--- config.mk ---
export PLATFORM = sky130hd
export DESIGN_NAME = apuPulseTop
export DESIGN_NICKNAME = d
export VERILOG_FILES = /design/src/source/apuPkg.sv /design/src/source/pulseRegDecode.sv /design/src/source/apuFrameSequencer.sv /design/src/source/pulseEnvelope.sv /design/src/source/pulseSweep.sv /design/src/source/pulseWaveGen.sv /design/src/source/apuPulseTop.sv
export SDC_FILE = /design/constraint.sdc
export NUM_CORES = 1
export LEC_CHECK = 0
export BUFFER_PORTS_ARGS = -buffer_cell sky130_fd_sc_hd__buf_4
export CORE_MARGIN = 4
export CORE_UTILIZATION = 65
export DETAILED_ROUTE_END_ITERATION = 12
export MAX_ROUTING_LAYER = met4
export PLACE_DENSITY_LB_ADDON = 0.08
export SYNTH_ARGS = -nofsm -noshare
export SYNTH_HDL_FRONTEND = slang
export SYNTH_HIERARCHICAL = 1
export SYNTH_SLANG_ARGS = --single-unit
--- constraint.sdc ---
create_clock -name cpu_clk -period 5.4 [get_ports cpu_clk]
set_clock_uncertainty 0.2 [all_clocks]
set_input_delay 0.81 -clock cpu_clk [delete_from_list [all_inputs] [get_ports cpu_clk]]
set_output_delay 0.81 -clock cpu_clk [all_outputs]
set_load 0.005 [all_outputs]
--- src/source/apuPkg.sv ---
package apuPkg;

    // widths with a meaning of their own
    typedef logic [7:0]  regByte_t;      // one CPU-visible control byte
    typedef logic [3:0]  volume_t;
    typedef logic [10:0] timerPeriod_t;  // timer reload, in cpu_clk cycles minus one
    typedef logic [6:0]  lengthCount_t;

    // decoded channel controls
    // reg0 carries duty to volumeOrPeriod
    // reg1 carries the sweep fields
    // reg2 and reg3 carry timerPeriod and lengthIndex
    typedef struct packed {
        logic [1:0]   duty;            // 12.5 / 25 / 50 / 75 %
        logic         lengthHalt;      // also envelope loop
        logic         constVolume;
        volume_t      volumeOrPeriod;  // volume or envelope divider
        logic         sweepEnable;
        logic [2:0]   sweepPeriod;
        logic         sweepNegate;
        logic [2:0]   sweepShift;
        timerPeriod_t timerPeriod;
        logic [4:0]   lengthIndex;
    } pulseCfg_t;

    // one-cycle strobes out of the frame sequencer
    typedef struct packed {
        logic quarterTick;  // envelope clock
        logic halfTick;     // length and sweep clock
    } frameTicks_t;

    // frame sequencer position
    // 4-step mode wraps after STEP3, 5-step mode after STEP4
    typedef enum logic [2:0] {
        STEP0,
        STEP1,
        STEP2,
        STEP3,
        STEP4
    } frameStep_t;

endpackage

--- src/source/pulseRegDecode.sv ---
module pulseRegDecode (
    input  logic              cpu_clk,
    input  logic              rstn,
    input  logic              writeEn,
    input  logic [1:0]        writeAddr,
    input  apuPkg::regByte_t  writeData,
    output apuPkg::pulseCfg_t cfg,
    output logic              restart
);

    apuPkg::regByte_t ctrlReg [4];  // the four channel registers

    always_ff @(posedge cpu_clk or negedge rstn) begin
        if (!rstn) begin
            for (int i = 0; i < 4; i++) begin
                ctrlReg[i] <= '0;
            end
        end else if (writeEn) begin
            ctrlReg[writeAddr] <= writeData;
        end
    end

    // a write to reg3 restarts timer, envelope, sweep and length
    always_ff @(posedge cpu_clk or negedge rstn) begin
        if (!rstn) begin
            restart <= 1'b0;
        end else begin
            restart <= writeEn && (writeAddr == 2'd3);
        end
    end

    // field slicing, straight from the register bytes
    always_comb begin
        // reg0: duty, halt/loop, const volume, volume or envelope period
        cfg.duty           = ctrlReg[0][7:6];
        cfg.lengthHalt     = ctrlReg[0][5];
        cfg.constVolume    = ctrlReg[0][4];
        cfg.volumeOrPeriod = ctrlReg[0][3:0];

        // reg1: sweep controls
        cfg.sweepEnable    = ctrlReg[1][7];
        cfg.sweepPeriod    = ctrlReg[1][6:4];
        cfg.sweepNegate    = ctrlReg[1][3];
        cfg.sweepShift     = ctrlReg[1][2:0];

        // reg2 low period bits, reg3 high period bits and length index
        cfg.timerPeriod    = {ctrlReg[3][2:0], ctrlReg[2]};
        cfg.lengthIndex    = ctrlReg[3][7:3];
    end

endmodule

--- src/source/apuFrameSequencer.sv ---
module apuFrameSequencer (
    input  logic                cpu_clk,
    input  logic                rstn,
    input  logic                frameTick,   // 240 Hz strobe
    input  logic                stepSel,     // 0: 4-step, 1: 5-step
    input  logic                enableIntr,
    output apuPkg::frameTicks_t ticks,
    output logic                frameIrq
);

    apuPkg::frameStep_t  step;
    apuPkg::frameStep_t  stepNext;
    apuPkg::frameTicks_t tickDecode;
    logic                lastStep;

    // step decode and wrap point
    always_comb begin
        if (stepSel) begin
            lastStep               = (step == apuPkg::STEP4);
            tickDecode.quarterTick = (step != apuPkg::STEP4);  // steps 0 to 3
            tickDecode.halfTick    = (step == apuPkg::STEP1) || (step == apuPkg::STEP4);
        end else begin
            // STEP4 can only be left over from a mode change, wrap it too
            lastStep               = (step == apuPkg::STEP3) || (step == apuPkg::STEP4);
            tickDecode.quarterTick = 1'b1;
            tickDecode.halfTick    = (step == apuPkg::STEP1) || (step == apuPkg::STEP3);
        end

        if (lastStep) begin
            stepNext = apuPkg::STEP0;
        end else begin
            stepNext = apuPkg::frameStep_t'(step + 3'd1);
        end
    end

    always_ff @(posedge cpu_clk or negedge rstn) begin
        if (!rstn) begin
            step  <= apuPkg::STEP0;
            ticks <= '0;
        end else begin
            ticks <= frameTick ? tickDecode : '0;  // one-cycle strobes
            if (frameTick) begin
                step <= stepNext;
            end
        end
    end

    // irq only from the last step of 4-step mode, held until enableIntr drops
    always_ff @(posedge cpu_clk or negedge rstn) begin
        if (!rstn) begin
            frameIrq <= 1'b0;
        end else if (!enableIntr) begin
            frameIrq <= 1'b0;
        end else if (frameTick && !stepSel && (step == apuPkg::STEP3)) begin
            frameIrq <= 1'b1;
        end
    end

endmodule

--- src/source/pulseEnvelope.sv ---
module pulseEnvelope (
    input  logic              cpu_clk,
    input  logic              rstn,
    input  apuPkg::pulseCfg_t cfg,
    input  logic              restart,
    input  logic              quarterTick,
    output apuPkg::volume_t   volume
);

    apuPkg::volume_t envDivider;  // counts volumeOrPeriod down to 0
    apuPkg::volume_t decayLevel;

    always_ff @(posedge cpu_clk or negedge rstn) begin
        if (!rstn) begin
            envDivider <= '0;
            decayLevel <= '0;
        end else if (restart) begin
            // fresh note starts at full level
            envDivider <= cfg.volumeOrPeriod;
            decayLevel <= 4'd15;
        end else if (quarterTick) begin
            if (envDivider == 4'd0) begin
                envDivider <= cfg.volumeOrPeriod;
                if (decayLevel != 4'd0) begin
                    decayLevel <= decayLevel - 4'd1;
                end else if (cfg.lengthHalt) begin
                    decayLevel <= 4'd15;  // loop mode
                end
            end else begin
                envDivider <= envDivider - 4'd1;
            end
        end
    end

    // constant volume bypasses the decay level
    assign volume = cfg.constVolume ? cfg.volumeOrPeriod : decayLevel;

endmodule

--- src/source/pulseSweep.sv ---
module pulseSweep #(
    parameter int unsigned SWEEP_MUTE_MIN = 8  // lowest period still audible
) (
    input  logic                 cpu_clk,
    input  logic                 rstn,
    input  apuPkg::pulseCfg_t    cfg,
    input  logic                 restart,
    input  logic                 halfTick,
    input  logic                 timerTick,
    output apuPkg::timerPeriod_t curPeriod,
    output logic                 sweepMute
);

    apuPkg::timerPeriod_t shiftAmount;
    apuPkg::timerPeriod_t subTarget;
    apuPkg::timerPeriod_t nextPeriod;
    logic [11:0]          addTarget;   // one extra bit for overflow
    logic [2:0]           sweepDiv;
    logic                 sweepGo;
    logic                 updatePending;

    // target period, both directions
    assign shiftAmount = curPeriod >> cfg.sweepShift;
    assign addTarget   = {1'b0, curPeriod} + {1'b0, shiftAmount};
    assign subTarget   = curPeriod - shiftAmount;
    assign nextPeriod  = cfg.sweepNegate ? subTarget : addTarget[10:0];

    // too low a period, or an add past 2047, silences the channel
    assign sweepMute = (curPeriod < apuPkg::timerPeriod_t'(SWEEP_MUTE_MIN))
                    || (!cfg.sweepNegate && addTarget[11]);

    assign sweepGo = cfg.sweepEnable && (cfg.sweepShift != 3'd0) && !sweepMute;

    always_ff @(posedge cpu_clk or negedge rstn) begin
        if (!rstn) begin
            curPeriod     <= '0;
            sweepDiv      <= '0;
            updatePending <= 1'b0;
        end else if (restart) begin
            curPeriod     <= cfg.timerPeriod;
            sweepDiv      <= cfg.sweepPeriod;
            updatePending <= 1'b0;
        end else begin
            // apply only at a timer reload, so no duty step gets shortened
            if (updatePending && timerTick) begin
                updatePending <= 1'b0;
                if (sweepGo) begin
                    curPeriod <= nextPeriod;
                end
            end

            // divider end arms the next update, wins over the clear above
            if (halfTick) begin
                if (sweepDiv == 3'd0) begin
                    sweepDiv <= cfg.sweepPeriod;
                    if (sweepGo) begin
                        updatePending <= 1'b1;
                    end
                end else begin
                    sweepDiv <= sweepDiv - 3'd1;
                end
            end
        end
    end

endmodule

--- src/source/pulseWaveGen.sv ---
module pulseWaveGen (
    input  logic                 cpu_clk,
    input  logic                 rstn,
    input  apuPkg::pulseCfg_t    cfg,
    input  logic                 restart,
    input  logic                 halfTick,
    input  apuPkg::timerPeriod_t curPeriod,
    input  logic                 sweepMute,
    input  apuPkg::volume_t      volume,
    output logic                 timerTick,
    output apuPkg::volume_t      outVolume
);

    apuPkg::timerPeriod_t timerCnt;
    apuPkg::lengthCount_t lengthCnt;
    apuPkg::lengthCount_t lengthLoad;
    logic [2:0]           seqStep;      // duty sequencer position
    logic [7:0]           dutyPattern;
    logic                 chanActive;

    // high steps per 8-step cycle: 1, 2, 4 or 6
    always_comb begin
        case (cfg.duty)
            2'd0:    dutyPattern = 8'b0000_0001;  // 12.5 %
            2'd1:    dutyPattern = 8'b0000_0011;  // 25 %
            2'd2:    dutyPattern = 8'b0000_1111;  // 50 %
            default: dutyPattern = 8'b0011_1111;  // 75 %
        endcase
    end

    // length load is (index + 1) * 2
    assign lengthLoad = {6'(cfg.lengthIndex) + 6'd1, 1'b0};

    // timer, each duty step lasts curPeriod + 1 cycles
    always_ff @(posedge cpu_clk or negedge rstn) begin
        if (!rstn) begin
            timerCnt  <= '0;
            seqStep   <= '0;
            timerTick <= 1'b0;
        end else if (restart) begin
            // sweep loads the same value into curPeriod on this edge
            timerCnt  <= cfg.timerPeriod;
            seqStep   <= '0;
            timerTick <= 1'b0;
        end else if (timerCnt == '0) begin
            timerCnt  <= curPeriod;
            seqStep   <= seqStep + 3'd1;
            timerTick <= 1'b1;
        end else begin
            timerCnt  <= timerCnt - 11'd1;
            timerTick <= 1'b0;
        end
    end

    // length counter
    always_ff @(posedge cpu_clk or negedge rstn) begin
        if (!rstn) begin
            lengthCnt <= '0;  // silent until reg3 is written
        end else if (restart) begin
            lengthCnt <= lengthLoad;
        end else if (halfTick && !cfg.lengthHalt && (lengthCnt != '0)) begin
            lengthCnt <= lengthCnt - 7'd1;
        end
    end

    assign chanActive = (lengthCnt != '0) && !sweepMute;

    // gated output, one cycle behind the duty step
    always_ff @(posedge cpu_clk or negedge rstn) begin
        if (!rstn) begin
            outVolume <= '0;
        end else if (dutyPattern[seqStep] && chanActive) begin
            outVolume <= volume;
        end else begin
            outVolume <= '0;
        end
    end

endmodule

--- src/source/apuPulseTop.sv ---
module apuPulseTop #(
    parameter int unsigned SWEEP_MUTE_MIN = 8
) (
    input  logic             cpu_clk,
    input  logic             rstn,
    input  logic             writeEn,
    input  logic [1:0]       writeAddr,
    input  apuPkg::regByte_t writeData,
    input  logic             frameTick,
    input  logic             stepSel,
    input  logic             enableIntr,
    output apuPkg::volume_t  outVolume,
    output logic             frameIrq
);

    apuPkg::pulseCfg_t    cfg;
    apuPkg::frameTicks_t  ticks;
    apuPkg::volume_t      volume;
    apuPkg::timerPeriod_t curPeriod;
    logic                 restart;
    logic                 sweepMute;
    logic                 timerTick;  // wave gen back to sweep

    pulseRegDecode i_regDecode (
        .cpu_clk   (cpu_clk),
        .rstn      (rstn),
        .writeEn   (writeEn),
        .writeAddr (writeAddr),
        .writeData (writeData),
        .cfg       (cfg),
        .restart   (restart)
    );

    apuFrameSequencer i_frameSequencer (
        .cpu_clk    (cpu_clk),
        .rstn       (rstn),
        .frameTick  (frameTick),
        .stepSel    (stepSel),
        .enableIntr (enableIntr),
        .ticks      (ticks),
        .frameIrq   (frameIrq)
    );

    pulseEnvelope i_envelope (
        .cpu_clk     (cpu_clk),
        .rstn        (rstn),
        .cfg         (cfg),
        .restart     (restart),
        .quarterTick (ticks.quarterTick),
        .volume      (volume)
    );

    pulseSweep #(
        .SWEEP_MUTE_MIN (SWEEP_MUTE_MIN)
    ) i_sweep (
        .cpu_clk   (cpu_clk),
        .rstn      (rstn),
        .cfg       (cfg),
        .restart   (restart),
        .halfTick  (ticks.halfTick),
        .timerTick (timerTick),
        .curPeriod (curPeriod),
        .sweepMute (sweepMute)
    );

    pulseWaveGen i_waveGen (
        .cpu_clk   (cpu_clk),
        .rstn      (rstn),
        .cfg       (cfg),
        .restart   (restart),
        .halfTick  (ticks.halfTick),
        .curPeriod (curPeriod),
        .sweepMute (sweepMute),
        .volume    (volume),
        .timerTick (timerTick),
        .outVolume (outVolume)
    );

endmodule

==> impl_table.tex, run 1 <==
\begin{tabular}{lr}
\hline
Metric & Value \\
\hline
\multicolumn{2}{l}{\textbf{Synthesis}} \\
Number of enable-type register cells in the synthesized netlist & 0 \\
Synthesized area per cell & around 10 µm² \\
Post-synthesis instance area & about 0.006 mm² \\
Fraction of the yosys area taken by sequential cells & a little over a third \\
Yosys warning count & 6 \\
Leading register cell type out of synthesis & dfrtp\_1 \\
Async set-reset flop share out of synthesis & between 90\% and 100\% \\
Number of distinct library cells after synthesis & 89 \\
Net count after synthesis & roughly 660 \\
Flop and latch count out of synthesis & slightly below 90 \\
Number of instances in the synthesized netlist & 603 \\
\multicolumn{2}{l}{\textbf{Layout}} \\
Number of antenna repair diodes & 0 \\
Share of post-route cells with drive strength above 1 & 18.5\% \\
Non-filler instance count after layout & roughly 730 \\
Fillcell total & 654 \\
Final-stage net count & 668 \\
Layout-stage area growth over the synthesis result & 5.52\% \\
\multicolumn{2}{l}{\textbf{Detailed routing}} \\
Via count normalized by instance count & 6.49 \\
Met2 wire length & 6850 µm \\
Detailed router's first-iteration violation count & roughly 320 \\
Uppermost routed layer & met4 \\
Total Routed Length & 13500 µm \\
Via count of the routed design & 4727 \\
DRC viols & 0 \\
Detailed Routing Iterations Pass 1 & 7 \\
Met3 wire length & 516 µm \\
Number of routed nets with antenna violations & 0 \\
Routed length per placed instance & between 15 and 20 µm \\
Routed length on met1 & 5860 µm \\
\multicolumn{2}{l}{\textbf{STA}} \\
Total count of hold-check failures in the final report & 0 \\
Post-route setup TNS & 0 ns \\
Setup repair after global routing missed its margin & false \\
Clock period minus final worst setup slack & 3.85 ns \\
Worst hold slack & 0.236 ns \\
Setup-violating endpoint count in the final report & 0 \\
Final slew viol count & 0 \\
Slew margin rel. & 42.0\% \\
Part of the cycle the worst path needs & 71.4\% \\
Highest attainable clock frequency & approximately 260 MHz \\
Slack of the critical path & 1.55 ns \\
Slew of the pin with the lowest slew margin & 0.870 ns \\
\multicolumn{2}{l}{\textbf{Setup path}} \\
Type of the worst setup path & flip-flop to flip-flop \\
Dominant cell type by count on the critical path & o21ai\_0 \\
Top cell family by delay on the critical path & compound AO/OA/AOI/OAI gates \\
Source of the critical timing path & i\_regDecode/cfg[17] \\
Largest stage delay on the critical path & 0.74 ns \\
Reg-to-reg setup timing slack & $\sim$1.5 ns \\
Category of the worst setup path capture point & flip-flop \\
Data required time of the critical path & 5.45 ns \\
RR Startpoint & i\_regDecode/cfg[17] \\
Slowest cell on the critical path & dfrtp\_1 \\
R2R Path End & i\_sweep/curPeriod[6] \\
Number of stages on the worst setup path & 11 \\
Worst Setup Start Kind & flip-flop \\
CP Capture Point & i\_sweep/curPeriod[6] \\
Arrival time of the worst setup path & between 3 and 4 ns \\
Critical path, cell by cell & mux2\_2 -> o21ai\_0 -> nand2\_1 -> o21ai\_0 -> ha\_1 -> nor2\_4 -> o311ai\_2 -> a32oi\_4 -> a21o\_1 -> nor2\_1 -> a221o\_1 \\
Cell depth of the worst flop-to-flop path & 11 \\
Top fanout value on the critical path & 16 \\
Buffers \& Inverters on Critical Path & 0 \\
\multicolumn{2}{l}{\textbf{Clock tree}} \\
Total setup buffers inserted after CTS & 0 \\
Clock tree from TritonCTS & built \\
Number of buffers created by CTS & 9 \\
Maximum count of clock buffers along a single path & 2 \\
Skew-Pair Late Insertion Delay & 0.36 ns \\
Clock input transition at the sequential cells of the worst setup and hold paths & 0.09 ns \\
H-tree lvl count & 3 \\
Clock net sink count & 88 \\
Cell at the root of the clock tree & clkbuf\_8 \\
Post-cts gate resize count & 0 \\
Number of buffers added to fix hold violations after cts & 0 \\
\multicolumn{2}{l}{\textbf{Place}} \\
Post-Place Cells & 712 \\
Final weighted congestion in routability-driven placement & 0.914 \\
Worst slack, placed & 1.62 ns \\
Number of buffers inserted by port buffering & 20 \\
Half-perimeter wire length of the detailed placement result & approximately 9800 µm \\
\multicolumn{2}{l}{\textbf{Power and ir drop}} \\
Logic gate share of total power & 45.0\% \\
Sequential share of power & 39.4\% \\
IR drop worst, VDD & approximately 0.24 mV \\
Cell-internal power & roughly 0.0016 W \\
Switching portion of total power & 41.8\% \\
Share of total power in the clock network & approximately 16\% \\
Leakage power of the design & 2.85 nW \\
Power per cell area & between 400 and 500 mW/mm² \\
Switching component of the power & 0.00117 W \\
\multicolumn{2}{l}{\textbf{Die}} \\
Number of standard-cell rows in the floorplan & 34 \\
Width of the chip & about 100 µm \\
Vertical die dimension & 104 µm \\
Ports placed on the boundary & 21 \\
Floorplan core area & 0.00885 mm² \\
Initial Util & 67.9\% \\
Die Outline Area & 0.0109 mm² \\
\multicolumn{2}{l}{\textbf{Flow run}} \\
Max\_cap viols & 0 \\
\multicolumn{2}{l}{\textbf{GRT}} \\
Antenna violations before repair & 0 \\
Largest net degree at the start of global routing & 85 \\
Via count of the first global-routing pass & between 4k and 5k \\
Wire length of the first global-routing pass & 22600 µm \\
Sum of overflow across all layers after global routing & 0 \\
Gr usage total & a little over a quarter \\
\multicolumn{2}{l}{\textbf{Status}} \\
Status & finished, final reports clean \\
\multicolumn{2}{l}{\textbf{Hold path}} \\
Hold Path Class & input pin to asynchronous set/reset pin \\
\hline
\end{tabular}
-- area by class of cell --
| cell class | instances | area [µm²] | area share, % |
|---|---|---|---|
| clock buffers | 10 | 138 | 2.17 |
| clock inverters | 6 | 48.8 | 0.769 |
| inverters | 48 | 180 | 2.84 |
| multi-input cells | 446 | 3470 | 54.7 |
| flip-flops and latches | 88 | 2200 | 34.7 |
| well taps | 108 | 135 | 2.13 |
| repair buffers | 22 | 165 | 2.60 |
-- metal layers --
layer	vias up	global-route usage, %
met5	-	-
met4	0	6.93
met3	25	3.85
met2	116	44.2
met1	2360	33.1
li1	2226	-
-- worst reg2reg max path: stages (launching register included) --
cell,delay [ns]
dfrtp_1,0.74
mux2_2,0.41
o21ai_0,0.23
nand2_1,0.09
o21ai_0,0.13
ha_1,0.37
nor2_4,0.14
o311ai_2,0.17
a32oi_4,0.44
a21o_1,0.37
nor2_1,0.11
a221o_1,0.35
-- layout by cell type (no fill, tap or decap), types with 6 or more instances in the layout --
cell type	Yosys	routed
o31ai_1	10	10
a21oi_1	26	26
mux2i_1	22	22
a21o_1	6	6
a2111oi_0	6	6
nand2b_1	14	14
nand3_1	9	9
ha_1	35	35
nor2_1	33	33
mux2_2	41	41
inv_1	46	46
nand2_1	44	44
buf_4	2	22
nor3_1	15	15
clkbuf_8	3	10
xnor2_1	12	12
o21ai_0	19	19
nor3b_1	8	8
dfrtp_1	88	87
nor2b_1	12	12
-- synth_stat cells (all sizes together) (10+ instances only) --
master	n	area share, %
dfrtp	88	37
nand3	11	1.1
nand2b	14	1.5
nor2b	13	1.5
o21ai	24	2.1
ha	35	7.3
nand2	44	2.7
mux2	41	7.7
clkbuf	11	1.2
buf	10	1.4
nor2	34	2.2
nor3b	10	1.5
a21oi	27	2.4
nor3	15	1.2
mux2i	22	3.7
o31ai	11	1.5
xnor2	12	1.7
inv	47	2.9
-- how the worst min path moves through the flow --
| stage | start | to | cells past startpoint |
|---|---|---|---|
| finish | rstn | i_sweep/curPeriod[4] | 1 |
| CTS | rstn | i_waveGen/outVolume[2] | 1 |
| floorplan | i_regDecode/cfg[21] | i_sweep/sweepDiv[1] | 1 |
| global placement | i_frameSequencer/frameIrq | i_frameSequencer/frameIrq | 1 |
| global route | rstn | i_sweep/curPeriod[4] | 1 |
| detailed placement | i_frameSequencer/frameIrq | i_frameSequencer/frameIrq | 1 |
-- cell families (layout without fill, tap and decap cells) --
| family | Yosys count | in the layout | share of synthesized area, % |
|---|---|---|---|
| buf+inv | 69 | 86 | 5.60 |
| simple gates | 187 | 187 | 17.7 |
| compound gates | 140 | 140 | 17.3 |
| flops | 88 | 88 | 36.6 |
| xor+xnor | 16 | 16 | 2.33 |
| mux | 66 | 66 | 12.5 |
| fa+ha+maj | 37 | 37 | 7.95 |
-- registers in the layout (all words and copies together) (netlist names) --
name	cells
i_envelope/decayLevel	4
i_envelope/envDivider	4
i_frameSequencer/frameIrq	1
i_frameSequencer/step	3
i_frameSequencer/ticks	2
i_regDecode/cfg	32
i_regDecode/restart	1
i_sweep/curPeriod	11
i_sweep/sweepDiv	3
i_sweep/updatePending	1
i_waveGen/lengthCnt	7
i_waveGen/outVolume	4
i_waveGen/seqStep	3
i_waveGen/timerCnt	11
i_waveGen/timerTick	1
-- power by group through the flow --
stage | logic [W] | registers [W] | clock network (W)
after floorplan | 0.00103 | 0.00102 | 0
after global placement | 0.00120 | 0.00110 | 0
after detailed placement | 0.00124 | 0.00111 | 0
after CTS | 0.00125 | 0.00110 | 0.000451
after global routing | 0.00140 | 0.00113 | 0.000475
final | 0.00126 | 0.00110 | 0.000438
-- per-stage QoR --
| step | util (%) | area, µm² | power [W] |
|---|---|---|---|
| CTS | 71.7 | 6340 | 0.00280 |
| finish | 71.7 | 6340 | 0.00280 |
| detailed placement | 69.6 | 6160 | 0.00235 |
| global placement | 69.6 | 6160 | 0.00230 |
| global route | 71.7 | 6340 | 0.00301 |
| floorplan | - | 6010 | 0.00204 |
Power figures use the tool's default switching activity.
==> run 2, diff against run 1 <==
--- a/config.mk
+++ b/config.mk
@@ -7,7 +7,7 @@
 export LEC_CHECK = 0
 export BUFFER_PORTS_ARGS = -buffer_cell sky130_fd_sc_hd__buf_4
 export CORE_MARGIN = 4
-export CORE_UTILIZATION = 65
+export CORE_UTILIZATION = 57
 export DETAILED_ROUTE_END_ITERATION = 12
 export MAX_ROUTING_LAYER = met4
 export PLACE_DENSITY_LB_ADDON = 0.08
==> constraint.sdc (replaced) <==
create_clock -name cpu_clk -period 3.2 [get_ports cpu_clk]
set_clock_uncertainty 0.2 [all_clocks]
set_input_delay 0.48 -clock cpu_clk [delete_from_list [all_inputs] [get_ports cpu_clk]]
set_output_delay 0.48 -clock cpu_clk [all_outputs]
set_load 0.005 [all_outputs]
==> run 2 against run 1 <==
Critical path type unchanged. Critical path depth unchanged. Flip-flop and latch count unchanged. Core utilization decreased by 2.3 points. The flow now finishes with violations (hold timing, setup timing). Clock power increased by 80%. Largest cell class unchanged.
==> impl_table.tex, run 2 (synthesis gave the netlist of run 1 again) <==
\begin{tabular}{lr}
\hline
Metric & Value \\
\hline
\multicolumn{2}{l}{\textbf{STA}} \\
Slew margin rel. & 48.7\% (was 42.0\%) \\
Slack of the critical path & -0.101 ns (was 1.55 ns) \\
Highest attainable clock frequency & 303 MHz (was 260 MHz) \\
Total count of hold-check failures in the final report & 6 (was 0) \\
Setup repair after global routing missed its margin & true (was false) \\
Final slew viol count & 0 (unchanged) \\
Setup-violating endpoint count in the final report & 9 (was 0) \\
Worst hold slack & -0.00370 ns (was 0.236 ns) \\
Clock period minus final worst setup slack & 3.30 ns (was 3.85 ns) \\
Part of the cycle the worst path needs & 103\% (was 71.4\%) \\
Slew of the pin with the lowest slew margin & 0.770 ns (was 0.870 ns) \\
\multicolumn{2}{l}{\textbf{Setup path}} \\
Worst Setup Start Kind & flip-flop (unchanged) \\
Reg-to-reg setup timing slack & -0.10 ns (was 1.55 ns) \\
Top fanout value on the critical path & 7 (was 16) \\
Number of stages on the worst setup path & 11 (unchanged) \\
Arrival time of the worst setup path & 3.34 ns (was 3.90 ns) \\
RR Startpoint & i\_regDecode/cfg[17] (unchanged) \\
Slowest cell on the critical path & mux4\_2 (was dfrtp\_1) \\
Data required time of the critical path & 3.24 ns (was 5.45 ns) \\
Type of the worst setup path & flip-flop to flip-flop (unchanged) \\
Buffers \& Inverters on Critical Path & 1 (was 0) \\
Top cell family by delay on the critical path & multiplexers (was compound AO/OA/AOI/OAI gates) \\
Category of the worst setup path capture point & flip-flop (unchanged) \\
Cell depth of the worst flop-to-flop path & 11 (unchanged) \\
Largest stage delay on the critical path & 0.53 ns (was 0.74 ns) \\
Critical path, cell by cell & mux4\_2 -> mux2\_4 -> ha\_4 -> fa\_2 -> nor2b\_4 -> o211ai\_1 -> buf\_4 -> a21oi\_2 -> o211ai\_1 -> mux2i\_1 -> nand3\_1 (was mux2\_2 -> o21ai\_0 -> nand2\_1 -> o21ai\_0 -> ha\_1 -> nor2\_4 -> o311ai\_2 -> a32oi\_4 -> a21o\_1 -> nor2\_1 -> a221o\_1) \\
R2R Path End & i\_sweep/curPeriod[10] (was i\_sweep/curPeriod[6]) \\
Dominant cell type by count on the critical path & o211ai\_1 (was o21ai\_0) \\
\multicolumn{2}{l}{\textbf{Clock tree}} \\
H-tree lvl count & 3 (unchanged) \\
Cell at the root of the clock tree & clkbuf\_8 (unchanged) \\
Maximum count of clock buffers along a single path & 2 (unchanged) \\
Number of buffers added to fix hold violations after cts & 0 (unchanged) \\
Skew-Pair Late Insertion Delay & 0.36 ns (about the same) \\
Clock input transition at the sequential cells of the worst setup and hold paths & 0.09 ns (about the same) \\
Clock net sink count & 88 (unchanged) \\
Clock tree from TritonCTS & built (unchanged) \\
Number of buffers created by CTS & 9 (unchanged) \\
\multicolumn{2}{l}{\textbf{Place}} \\
Post-Place Cells & 796 (was 712) \\
Half-perimeter wire length of the detailed placement result & 11100 µm (was 9800 µm) \\
Number of buffers inserted by port buffering & 20 (unchanged) \\
Final weighted congestion in routability-driven placement & 0.893 (was 0.914) \\
\multicolumn{2}{l}{\textbf{GRT}} \\
Global routing's busiest layer & met2 (unchanged) \\
Antenna violations before repair & 0 (unchanged) \\
Largest net degree at the start of global routing & 58 (was 85) \\
Global-route track usage on met1 & 31.9\% (was 33.1\%) \\
GR met3 Demand/Resource & 3.93\% (was 3.85\%) \\
Via count of the first global-routing pass & 4986 (was 4626) \\
Gr usage total & 25.3\% (was 26.1\%) \\
Wire length of the first global-routing pass & 24700 µm (was 22600 µm) \\
Sum of overflow across all layers after global routing & 0 (unchanged) \\
Global-route met2 utilization & 42.4\% (was 44.2\%) \\
\multicolumn{2}{l}{\textbf{Detailed routing}} \\
Number of routed nets with antenna violations & 0 (unchanged) \\
Total Routed Length & 15200 µm (was 13500 µm) \\
Detailed Routing Iterations Pass 1 & 5 (was 7) \\
Detailed router's first-iteration violation count & 404 (was 322) \\
DRC viols & 0 (unchanged) \\
Via count of the routed design & 4958 (was 4727) \\
Routed length per placed instance & 18.6 µm (was 18.5 µm) \\
Via count normalized by instance count & 6.07 (was 6.49) \\
\multicolumn{2}{l}{\textbf{Die}} \\
Vertical die dimension & 111 µm (was 104 µm) \\
Number of standard-cell rows in the floorplan & 37 (was 34) \\
Die Outline Area & 0.0123 mm² (was 0.0109 mm²) \\
Floorplan core area & 0.0103 mm² (was 0.00885 mm²) \\
Width of the chip & 111 µm (was 104 µm) \\
Initial Util & 58.5\% (was 67.9\%) \\
Ports placed on the boundary & 21 (unchanged) \\
\multicolumn{2}{l}{\textbf{Layout}} \\
Layout-stage area growth over the synthesis result & 18.6\% (was 5.52\%) \\
Share of post-route cells with drive strength above 1 & 31.6\% (was 18.5\%) \\
Non-filler instance count after layout & 817 (was 728) \\
Most common cell after layout, fill and taps aside & dfrtp\_1 (unchanged) \\
Final-stage net count & 730 (was 668) \\
Most frequent cells in the layout & dfrtp\_1 (85), buf\_4 (78), inv\_1 (44), nand2\_1 (44), mux2\_2 (39) (was dfrtp\_1 (87), inv\_1 (46), nand2\_1 (44)) \\
Number of antenna repair diodes & 0 (unchanged) \\
Number of flip-flops under the largest register name & 32 (unchanged) \\
\multicolumn{2}{l}{\textbf{Status}} \\
Status & finished, violations left (was finished, final reports clean) \\
Violations in the final reports & hold timing, setup timing \\
\multicolumn{2}{l}{\textbf{Power and ir drop}} \\
Overall power consumption & 0.00542 W (was 0.00280 W) \\
Leakage power of the design & 3.20 nW (was 2.85 nW) \\
IR drop worst, VDD & 0.448 mV (was 0.238 mV) \\
Power per cell area & 760 mW/mm² (was 442 mW/mm²) \\
\multicolumn{2}{l}{\textbf{Flow run}} \\
Max\_cap viols & 0 (unchanged) \\
\multicolumn{2}{l}{\textbf{Hold path}} \\
Hold Path Class & input pin to asynchronous set/reset pin (unchanged) \\
\hline
\end{tabular}
run 2: changes by cell type in the layout (fill, tap and decap cells not counted), sizes merged:
| cell | change |
|---|---|
| buf | +61 |
| clkinv | -3 |
| clkinvlp | +2 |
| inv | -2 |
| a32oi | +1 |
| bufinv | +1 |
| clkbuf | +1 |
run 2: cell type report:
| cell class | instances | area, µm² |
|---|---|---|
| Multi-Input combinational cell | 447 | 3730 |
| Fill cell | 815 | 3150 |
| Sequential cell | 88 | 2210 |
| Timing Repair Buffer | 83 | 642 |
| Inverter | 48 | 183 |
| Tap cell | 136 | 170 |
| Clock buffer | 11 | 141 |
| Clock inverter | 4 | 53.8 |
run 2: how the worst max path moves through the flow:
stage,from,endpoint,slack [ns]
6_report,i_regDecode/cfg[17],i_sweep/curPeriod[10],-0.10
5_1_grt,i_regDecode/cfg[17],i_sweep/curPeriod[10],-0.21
4_1_cts,i_regDecode/cfg[17],i_sweep/curPeriod[8],-0.06
3_5_place_dp,i_regDecode/cfg[17],i_sweep/curPeriod[10],-0.35
3_3_place_gp,i_regDecode/cfg[17],i_sweep/curPeriod[10],-0.30
2_1_floorplan,i_regDecode/cfg[17],i_sweep/curPeriod[7],0.03
run 2: stage by stage:
step	setup slack (ns)	setup TNS, ns	util, %	area, µm²
global placement	-0.300	-2.11	64.5	6620
global route	-0.214	-1.78	69.4	7130
detailed placement	-0.355	-3.27	64.5	6620
finish	-0.101	-0.329	69.4	7130
CTS	-0.0630	-0.121	68.2	7010
floorplan	0.0311	0	-	6030
run 2: report_power, final:
group / switching, W / internal, W
clock network: 0.000405 / 0.000382
registers: 0.000383 / 0.00144
logic: 0.00142 / 0.00139
run 2: layer usage:
layer | part of all wire, % | vias up | routed length (µm)
met4 | 2.3 | 0 | 348
met1 | 43 | 2451 | 6530
met3 | 3.9 | 29 | 588
met5 | 0 | - | 0
li1 | - | 2350 | -
met2 | 51 | 128 | 7730
run 2: worst reg2reg max path, cell delays in order (launching register included):
cell and delay (ns):
dfrtp_2 0.46, mux4_2 0.53, mux2_4 0.30, ha_4 0.17, fa_2 0.35, nor2b_4 0.14
o211ai_1 0.16, buf_4 0.16, a21oi_2 0.05, o211ai_1 0.26, mux2i_1 0.30, nand3_1 0.10
run 2: timing repair:
item / 4_1_cts / 5_1_grt
cloned: 1 / 0
setup endpoints to repair: 16 / 16
pin swaps: 11 / 13
buffers inserted: 3 / 2
gates resized for setup: 43 / 22
==> run 3, diff against run 2 <==
--- a/config.mk
+++ b/config.mk
@@ -9,6 +9,7 @@
 export CORE_MARGIN = 4
 export CORE_UTILIZATION = 57
 export DETAILED_ROUTE_END_ITERATION = 12
+export GPL_TIMING_DRIVEN = 0
 export MAX_ROUTING_LAYER = met4
 export PLACE_DENSITY_LB_ADDON = 0.08
 export SYNTH_ARGS = -nofsm -noshare
==> run 3 against run 2 <==
The flow finishes with violations (setup timing). Final cell count decreased by 3.8%. Worst hold slack improved by 0.12 ns. Non-clock buffer count decreased by 31.
==> impl_table.tex, run 3 (synthesis gave the netlist of run 1 again) <==
\begin{tabular}{lr}
\hline
Metric & Value \\
\hline
\multicolumn{2}{l}{\textbf{Status}} \\
Status & finished, violations left (unchanged) \\
Violations in the final reports & setup timing (was hold timing, setup timing) \\
\multicolumn{2}{l}{\textbf{Die}} \\
Initial Util & 58.5\% (unchanged) \\
Die Outline Area & 0.0123 mm² (unchanged) \\
Width of the chip & 111 µm (unchanged) \\
Ports placed on the boundary & 21 (unchanged) \\
Vertical die dimension & 111 µm (unchanged) \\
Number of standard-cell rows in the floorplan & 37 (unchanged) \\
Floorplan core area & 0.0103 mm² (unchanged) \\
\multicolumn{2}{l}{\textbf{STA}} \\
Setup repair after global routing missed its margin & true (unchanged) \\
Part of the cycle the worst path needs & 105\% (was 103\%) \\
Slack of the critical path & -0.170 ns (was -0.101 ns) \\
Setup-violating endpoint count in the final report & 9 (unchanged) \\
Final slew viol count & 0 (unchanged) \\
Slew margin rel. & 24.3\% (was 48.7\%) \\
Highest attainable clock frequency & 297 MHz (was 303 MHz) \\
Slew of the pin with the lowest slew margin & 1.14 ns (was 0.770 ns) \\
Post-route setup TNS & -0.974 ns (was -0.329 ns) \\
Total count of hold-check failures in the final report & 0 (was 6) \\
Worst hold slack & 0.114 ns (was -0.00370 ns) \\
Clock period minus final worst setup slack & 3.37 ns (was 3.30 ns) \\
\multicolumn{2}{l}{\textbf{Clock tree}} \\
Clock net sink count & 88 (unchanged) \\
Number of buffers created by CTS & 9 (unchanged) \\
H-tree lvl count & 3 (unchanged) \\
Clock input transition at the sequential cells of the worst setup and hold paths & 0.09 ns (about the same) \\
Cell at the root of the clock tree & clkbuf\_8 (unchanged) \\
Clock tree from TritonCTS & built (unchanged) \\
Skew-Pair Late Insertion Delay & 0.36 ns (about the same) \\
Maximum count of clock buffers along a single path & 2 (unchanged) \\
\multicolumn{2}{l}{\textbf{Place}} \\
Number of buffers inserted by port buffering & 20 (unchanged) \\
Half-perimeter wire length of the detailed placement result & 10700 µm (was 11100 µm) \\
Final weighted congestion in routability-driven placement & 0.916 (was 0.893) \\
Dpl cell area & 0.00635 mm² (was 0.00662 mm²) \\
\multicolumn{2}{l}{\textbf{Power and ir drop}} \\
IR drop worst, VDD & 0.406 mV (was 0.448 mV) \\
Leakage power of the design & 3.03 nW (was 3.20 nW) \\
Power per cell area & 752 mW/mm² (was 760 mW/mm²) \\
Overall power consumption & 0.00519 W (was 0.00542 W) \\
\multicolumn{2}{l}{\textbf{Detailed routing}} \\
Routed length per placed instance & 19.1 µm (was 18.6 µm) \\
Detailed router's first-iteration violation count & 396 (was 404) \\
Total Routed Length & 15000 µm (was 15200 µm) \\
Via count of the routed design & 4940 (was 4958) \\
DRC viols & 0 (unchanged) \\
Via count normalized by instance count & 6.28 (was 6.07) \\
Number of routed nets with antenna violations & 0 (unchanged) \\
Detailed Routing Iterations Pass 1 & 7 (was 5) \\
\multicolumn{2}{l}{\textbf{Layout}} \\
Non-Filler Cell Area, Final & 0.00689 mm² (was 0.00713 mm²) \\
Most frequent cells in the layout & dfrtp\_1 (84), inv\_1 (44), nand2\_1 (44) (was dfrtp\_1 (85), buf\_4 (78), inv\_1 (44), nand2\_1 (44), mux2\_2 (39)) \\
Number of antenna repair diodes & 0 (unchanged) \\
Final-stage net count & 699 (was 730) \\
Final design utilization & 67.1\% (was 69.4\%) \\
Layout-stage area growth over the synthesis result & 14.7\% (was 18.6\%) \\
Most common cell after layout, fill and taps aside & dfrtp\_1 (unchanged) \\
Number of flip-flops under the largest register name & 32 (unchanged) \\
Share of post-route cells with drive strength above 1 & 27.5\% (was 31.6\%) \\
\multicolumn{2}{l}{\textbf{Hold path}} \\
Hold Path Stages & 2 \\
Launch instance of the worst min-delay path & enableIntr \\
Endpoint of the worst hold-timing path & i\_frameSequencer/frameIrq \\
Hold Path Class & input pin to flip-flop (was input pin to asynchronous set/reset pin) \\
\multicolumn{2}{l}{\textbf{Setup path}} \\
Reg-to-reg setup timing slack & -0.17 ns (was -0.10 ns) \\
Buffers \& Inverters on Critical Path & 1 (unchanged) \\
Critical path, cell by cell & buf\_6 -> mux4\_2 -> mux2\_4 -> ha\_1 -> fa\_1 -> nor2b\_2 -> o2111ai\_2 -> a21o\_1 -> o211ai\_1 -> mux2i\_1 -> nand3\_1 (was mux4\_2 -> mux2\_4 -> ha\_4 -> fa\_2 -> nor2b\_4 -> o211ai\_1 -> buf\_4 -> a21oi\_2 -> o211ai\_1 -> mux2i\_1 -> nand3\_1) \\
Arrival time of the worst setup path & 3.40 ns (was 3.34 ns) \\
Source of the critical timing path & i\_regDecode/cfg[17] (unchanged) \\
Data required time of the critical path & 3.23 ns (was 3.24 ns) \\
Category of the worst setup path capture point & flip-flop (unchanged) \\
RR Startpoint & i\_regDecode/cfg[17] (unchanged) \\
Slowest cell on the critical path & mux4\_2 (unchanged) \\
Type of the worst setup path & flip-flop to flip-flop (unchanged) \\
Worst Setup Start Kind & flip-flop (unchanged) \\
R2R Path End & i\_sweep/curPeriod[10] (unchanged) \\
Largest stage delay on the critical path & 0.49 ns (was 0.53 ns) \\
Top cell family by delay on the critical path & multiplexers (unchanged) \\
Cell depth of the worst flop-to-flop path & 11 (unchanged) \\
Top fanout value on the critical path & 6 (was 7) \\
\multicolumn{2}{l}{\textbf{GRT}} \\
Antenna violations before repair & 0 (unchanged) \\
Via count of the first global-routing pass & 4985 (was 4986) \\
Sum of overflow across all layers after global routing & 0 (unchanged) \\
Wire length of the first global-routing pass & 25300 µm (was 24700 µm) \\
Largest net degree at the start of global routing & 89 (was 58) \\
Gr usage total & 26.0\% (was 25.3\%) \\
\multicolumn{2}{l}{\textbf{Flow run}} \\
Max\_cap viols & 0 (unchanged) \\
\hline
\end{tabular}
-- run 3: cell types whose count changed in the layout (fill, tap and decap cells not counted), moves of 2 or more --
cell,before,now
o21ai_0,10,12
a2111oi_2,0,2
a2111oi_1,2,0
clkbuf_8,10,12
buf_6,5,8
clkbuf_1,1,7
ha_2,2,4
ha_4,5,3
buf_4,78,32
-- run 3: how the worst max path moves through the flow --
| stage | end | cells past startpoint | slack (ns) |
|---|---|---|---|
| 6_report | i_sweep/curPeriod[10] | 11 | -0.17 |
| 5_1_grt | i_sweep/curPeriod[9] | 12 | -0.29 |
| 4_1_cts | i_sweep/curPeriod[10] | 11 | -0.11 |
| 3_5_place_dp | i_sweep/curPeriod[7] | 14 | -0.56 |
| 3_3_place_gp | i_sweep/curPeriod[7] | 11 | -0.50 |
| 2_1_floorplan | i_sweep/curPeriod[7] | 14 | 0.03 |
-- run 3: power breakdown --
| group | switching, W | internal [W] |
|---|---|---|
| registers | 0.000403 | 0.00144 |
| clock network | 0.000414 | 0.000367 |
| logic | 0.00134 | 0.00123 |
| total | 0.00215 | 0.00303 |
-- run 3: worst reg2reg max path: cells and delay by family, from the launching register on --
kind | cells | cell delay [ns]
AO/OA/AOI/OAI | 3 | 0.49
adder cells (fa/ha/maj) | 2 | 0.64
buffers and inverters | 1 | 0.14
flip-flops | 1 | 0.37
multiplexers | 3 | 1.12
AND/OR/NAND/NOR | 2 | 0.29
-- run 3: stage by stage --
step	worst slack (ns)	std cells
CTS	-0.107	784
floorplan	0.0311	603
global route	-0.287	786
finish	-0.170	786
global placement	-0.500	759
detailed placement	-0.559	759
-- run 3: what timing repair did --
action / 4_1_cts / 5_1_grt
pin swaps: 15 / 5
gates resized for setup: 54 / 14
endpoints found under the setup margin: 16 / 16
setup buffers: 9 / 2
cloned: 1 / 0
hold buffers: 0 / 0
-- run 3: final cells by class --
type,count,area (µm²)
Buffer,21,183
Clock buffer,10,128
Clock inverter,5,66.3
Fill cell,810,3380
Inverter,48,180
Multi-Input combinational cell,447,3720
Sequential cell,88,2210
Tap cell,136,170
Timing Repair Buffer,31,236
-- run 3: metal layers --
metal	part of all wire, %	global-route usage, %
met5	0	-
met4	3.5	10.5
met3	5.6	4.69
met2	48	41.1
met1	43	33.3
